**src/design/conv_pkg.sv**
```systemverilog
`default_nettype none

package conv_pkg;

    localparam int FFT_LEN      = 128;
    localparam int FFT_LOG      = 7;
    localparam int TILE_IN      = 8;
    localparam int TILE_OUT     = 6;
    localparam int KERNEL       = 3;
    localparam int FRAC_BITS    = 21;
    localparam int PIX_PER_WORD = 4;
    localparam int WRITE_BASE   = 18;   // Offset (2,2) inside the 8-wide tile

    typedef logic signed [7:0]  pixel_t;
    typedef logic [31:0]        word_t;
    typedef logic [15:0]        addr_t;
    typedef logic signed [64:0] fix_t;
    typedef logic [FFT_LOG-1:0] idx_t;

    typedef struct packed {
        fix_t re;
        fix_t im;
    } cplx_t;

    typedef struct packed {
        logic [3:0] row;
        logic [3:0] col;
    } coord_t;

    typedef struct packed {
        logic [15:0] row;
        logic [15:0] col;
    } org_t;

    typedef enum logic [2:0] {OP_CLEAR, OP_BITREV, OP_FWD, OP_MUL, OP_INV} fft_op_e;

endpackage

`default_nettype wire

```
**src/design/tile_scheduler.sv**
```systemverilog
`default_nettype none

module tile_scheduler import conv_pkg::*; #(
    parameter int IMG_H = 64,
    parameter int IMG_W = 64
) (
    input  logic   clk_i,
    input  logic   reset_i,
    input  logic   valid_i,
    output logic   ready_o,
    output logic   tile_start_o,
    input  logic   tile_done_i,
    input  coord_t in_coord_i,
    input  coord_t wt_coord_i,
    input  coord_t out_coord_i,
    output addr_t  input_addr_o,
    output addr_t  weight_addr_o,
    output addr_t  output_addr_o
);

    localparam int OUT_W = IMG_W - (KERNEL - 1);

    typedef enum logic [1:0] {S_IDLE, S_LAUNCH, S_WAIT, S_FINISH} run_e;
    typedef enum logic [1:0] {PH_INTERIOR, PH_BOTTOM, PH_RIGHT, PH_CORNER} phase_e;

    run_e   state;
    phase_e phase;
    org_t   org_q;

    assign ready_o      = (state == S_FINISH);
    assign tile_start_o = (state == S_LAUNCH);

    assign input_addr_o  = addr_t'((org_q.row + in_coord_i.row) * IMG_W
                                   + org_q.col + in_coord_i.col);
    assign weight_addr_o = addr_t'(wt_coord_i.row * KERNEL + wt_coord_i.col);
    assign output_addr_o = addr_t'((org_q.row + out_coord_i.row) * OUT_W
                                   + org_q.col + out_coord_i.col);

    always_ff @(posedge clk_i) begin
        if (reset_i) begin
            state <= S_IDLE;
            phase <= PH_INTERIOR;
            org_q <= '0;
        end else begin
            case (state)
                S_IDLE: if (valid_i) begin
                    state <= S_LAUNCH;
                    phase <= PH_INTERIOR;
                    org_q <= '0;
                end
                S_LAUNCH: state <= S_WAIT;
                S_WAIT: if (tile_done_i) begin
                    state <= (phase == PH_CORNER) ? S_FINISH : S_LAUNCH;
                    case (phase)
                        PH_INTERIOR:  // Row-major while a whole tile fits
                            if (org_q.col + TILE_OUT + TILE_IN <= IMG_W) begin
                                org_q.col <= org_q.col + 16'(TILE_OUT);
                            end else if (org_q.row + TILE_OUT + TILE_IN <= IMG_H) begin
                                org_q.row <= org_q.row + 16'(TILE_OUT);
                                org_q.col <= '0;
                            end else begin
                                phase <= PH_BOTTOM;
                                org_q <= '{row: 16'(IMG_H - TILE_IN), col: '0};
                            end
                        PH_BOTTOM:
                            if (org_q.col + TILE_OUT + TILE_IN <= IMG_W) begin
                                org_q.col <= org_q.col + 16'(TILE_OUT);
                            end else begin
                                phase <= PH_RIGHT;
                                org_q <= '{row: '0, col: 16'(IMG_W - TILE_IN)};
                            end
                        PH_RIGHT:
                            if (org_q.row + TILE_OUT + TILE_IN <= IMG_H) begin
                                org_q.row <= org_q.row + 16'(TILE_OUT);
                            end else begin
                                phase <= PH_CORNER;
                                org_q <= '{row: 16'(IMG_H - TILE_IN),
                                           col: 16'(IMG_W - TILE_IN)};
                            end
                        default: ;
                    endcase
                end
                default: ;  // Holds until reset
            endcase
        end
    end

endmodule

`default_nettype wire

```
**config.mk**
```make
export PLATFORM = sky130hd
export DESIGN_NAME = tile_scheduler
export DESIGN_NICKNAME = d
export VERILOG_FILES = /design/src/design/conv_pkg.sv /design/src/design/tile_scheduler.sv
export SDC_FILE = /design/constraint.sdc
export NUM_CORES = 1
export LEC_CHECK = 0
export ABC_CLOCK_PERIOD_IN_PS = 5450
export BUFFER_PORTS_ARGS = -buffer_cell sky130_fd_sc_hd__buf_2
export CAP_MARGIN = 20
export CORE_ASPECT_RATIO = 2
export CORE_MARGIN = 5
export CORE_UTILIZATION = 54
export CTS_CLUSTER_DIAMETER = 120
export DETAILED_ROUTE_END_ITERATION = 10
export GPL_TIMING_DRIVEN = 0
export PLACE_DENSITY = 0.83
export SETUP_SLACK_MARGIN = 0.2
export SYNTH_ARGS = -nofsm -noshare
export SYNTH_HDL_FRONTEND = slang
export SYNTH_SLANG_ARGS = --single-unit
```
**constraint.sdc**
```tcl
create_clock -name clk_i -period 5.45 [get_ports clk_i]
set_input_delay 0.2725 -clock clk_i [delete_from_list [all_inputs] [get_ports clk_i]]
set_output_delay 0.2725 -clock clk_i [all_outputs]
set_load 0.005 [all_outputs]
```
==> flow_summary.toml <==
[detailed_routing]
wl_mm = 17.08
drc_errors = 0
vias_per_cell = 5.946
wl_per_cell_um = 18.09
drt_iter0_markers = 440
ant_nets = 0
vias = 5613
drt_pre_antenna_iters = 5

[pwr]
p_total_mw = 2.352
p_per_area_nw_per_um2 = 325.4
peakVddDrop_mv = 0.3122
p_leak_nw = 3.356

[clock_tree]
clkSinkCount = 34
h-tree-depth = 2
cts_tree = "yes"
cts.clk_slew.worst_paths_ns = 0.06
numCtsBuffers = 5
clock_path_buffers = 2
clock-root-buffer = "clkbuf_16"
clk_latency_ns = 0.29

[sta]
fin_crit_ns = 6.253
max_freq_mhz = 159.9
worst_pin_slew_ns = 0.9869
setup_ws_ns = -0.8034
fin_skew_ns = 0.009988
relSlewSlack_pct = 33.34
setup_violations = 6
hold_viol = 0
min_period_over_period_pct = 114.7
rsz0062_at_grt = "true"
drv_slew = 0
fin_setup_tns_ns = -2.884

[worst_setup_path]
cp.required_ns = 5.18
critical_path_class = "reg -> out"
cp.arrival_ns = 5.98
end_kind = "output pin"
cp_max_fo = 5
start_kind = "flip-flop"
r2r_slack_ns = 2.28

[logic_synthesis]
synth_top_family_by_area = "adder cells"
synthAdderAreaFrac_pct = 29.64
synth_edf_count = 0
yosys.area_share.simple_pct = 16.54
synth.mux.area_fraction_pct = 0.4457
yosys_warnings = 0
avgSynthCellArea_um2 = 8.172
synth_cells = 687
synth-xor-area-share_pct = 12.64
ys.flop_type = "dfxtp_1"
yosysSeqAreaShare_pct = 12.12
ys_seq_elements = 34
ys_async_sr_fraction_pct = 0
syn_area_um2 = 5614
yosysUniqueCellTypes = 63
synth_compound_area_share_pct = 19.17

[global_route]
grt_pass1_wl_mm = 26.71
gr-total-overflow = 0
first_global_vias = 5877
antenna_found_initial = 0
grt_max_degree = 12
grt_usage_pct = 26.80

[cells_and_area]
nFillCells = 760
nets = 948
drive_above_1_share_pct = 29.91
multiInputGateArea_um2 = 5051
finish.instance_area_um2 = 7228
regArea_um2 = 689.4
n_antenna_cell = 0
syn2layout_area_growth_pct = 28.75

[placed_design]
place_congestion = 0.8727
placed_cell_area_um2 = 6394
dp_slack_ns = -0.8071
port_buffers = 65
dpl.hpwl_mm = 12.32

[floorplanning]
start_util_pct = 55.31
ios = 78
num_rows = 52
core_um2 = 10150
die_area_um2 = 12660
die_h_um = 154.2
die_w_um = 82.10

[hold_path]
hold_class = "in -> reg"

[run_status]
status = "finished with violations"
failed_checks = "negative setup slack"

[run]
cap_viol_max_count = 0
## synthesized netlist by cell type (3+ instances only)
library cell / number / share of area, %
a41oi_1: 4 / 0.62
nor3_1: 13 / 1.2
a211oi_1: 9 / 1.2
o31ai_1: 4 / 0.53
inv_1: 88 / 5.9
a21oi_1: 54 / 4.8
nand2_1: 29 / 1.9
or4_1: 5 / 0.67
nand4_1: 10 / 1.1
o21ai_0: 22 / 2.0
or3_1: 13 / 1.4
a21o_1: 12 / 1.6
fa_1: 35 / 12
nand3_1: 20 / 1.8
nor2_1: 35 / 2.3
clkbuf_1: 10 / 0.67
or2_2: 5 / 0.56
a41o_1: 3 / 0.53
o211ai_1: 3 / 0.40
a31oi_1: 6 / 0.67
o21a_1: 9 / 1.2
xnor2_1: 60 / 9.4
dfxtp_1: 34 / 12
nor4_1: 5 / 0.56
xor2_1: 21 / 3.3
buf_2: 7 / 0.62
nor2b_1: 10 / 1.1
nand2b_1: 17 / 1.9
ha_1: 77 / 17
o41ai_1: 3 / 0.47
buf_4: 14 / 1.9
and3_1: 6 / 0.67
## layout by cell type, fill, tap and decap left out, types with 9 or more instances in the layout
master / n
fa_1: 34
ha_4: 15
a21o_1: 12
nand2b_1: 17
xnor2_2: 13
conb_1: 11
o21a_1: 9
ha_1: 57
dfxtp_1: 31
nand3_1: 18
buf_4: 53
or3_1: 13
inv_1: 75
nor3_1: 12
xnor2_1: 45
nand2_1: 28
nand4_1: 10
a21oi_2: 10
a21oi_1: 41
xor2_1: 16
clkbuf_1: 9
nor2_1: 32
buf_2: 70
o21ai_0: 21
inv_2: 12
## kinds of logic (layout without fill, tap and decap cells)
family,Yosys count,after routing
xor gates and xnor gates,81,81
and+or+nand+nor,175,175
adders and majority gates,112,112
muxes,2,2
buffers and inverters,121,234
AOI/OAI and AO/OA,160,160
DFF,34,34
other,2,11
## metrics by stage
step	util, %	hold slack [ns]	cells
after floorplan	-	0.4400	696
after global placement	62.99	0.4964	896
after detailed placement	62.99	0.5173	896
after CTS	67.99	0.3881	922
after global routing	71.22	0.4188	944
final	71.22	0.3949	944
## timing repair
item	4_1_cts	5_1_grt
gates cloned	0	0
pin swaps	40	32
buffers inserted	18	22
resized for setup	36	42
setup endpoints to repair	7	7
hold buffers	0	0
## final timing paths
check              startpoint           endpoint  cells past startpoint
setup / recovery    org_q[18]  output_addr_o[15]                     26
hold / removal    tile_done_i           state[0]                      3
setup reg to reg    org_q[18]          org_q[14]                     10
hold reg to reg      state[1]           state[1]                      2
## flip-flops by register name (all words and copies together) (netlist names)
| register | flops |
|---|---|
| org_q | 30 |
| state | 2 |
| phase | 2 |
## critical path, cell delays in order, from the launching register on
cell     delay (ns)
dfxtp_4        0.36
ha_4           0.26
a21o_1         0.21
a21oi_4        0.25
xnor2_4        0.20
ha_4           0.26
xor2_1         0.19
fa_1           0.57
inv_2          0.05
fa_1           0.51
inv_1          0.07
ha_4           0.29
or2_4          0.13
o31a_1         0.19
a41oi_2        0.17
a21oi_2        0.16
xor2_1         0.23
ha_2           0.25
xnor2_2        0.08
xnor2_2        0.16
xnor2_2        0.17
xnor2_2        0.17
xnor2_2        0.16
xnor2_2        0.16
xnor2_1        0.19
xnor2_1        0.13
buf_2          0.13
## layout make-up
class / instances / area share [%]
buffer: 33 / 2.752
clock buffer: 6 / 1.921
clock inverter: 2 / 0.1731
inverter: 88 / 4.639
multi-input combinational: 541 / 69.88
sequential: 34 / 9.538
tap: 135 / 2.337
timing repair buffer: 105 / 8.759
## layer usage
metal,track usage (%),vias up,routed length (µm)
met5,0,-,0
met4,17.51,0,1210
met3,2.910,98,863
met2,49.90,271,9299
met1,26.45,2651,5705
li1,-,2593,-
## report_power, final
group	leakage (nW)	total, mW	internal [mW]	switching [mW]
clock network	0.0729	0.297	0.181	0.116
registers	0.277	0.269	0.256	0.0130
logic	3.01	1.79	0.865	0.921
total	3.36	2.35	1.30	1.05
(Power assumes the default switching activity.)
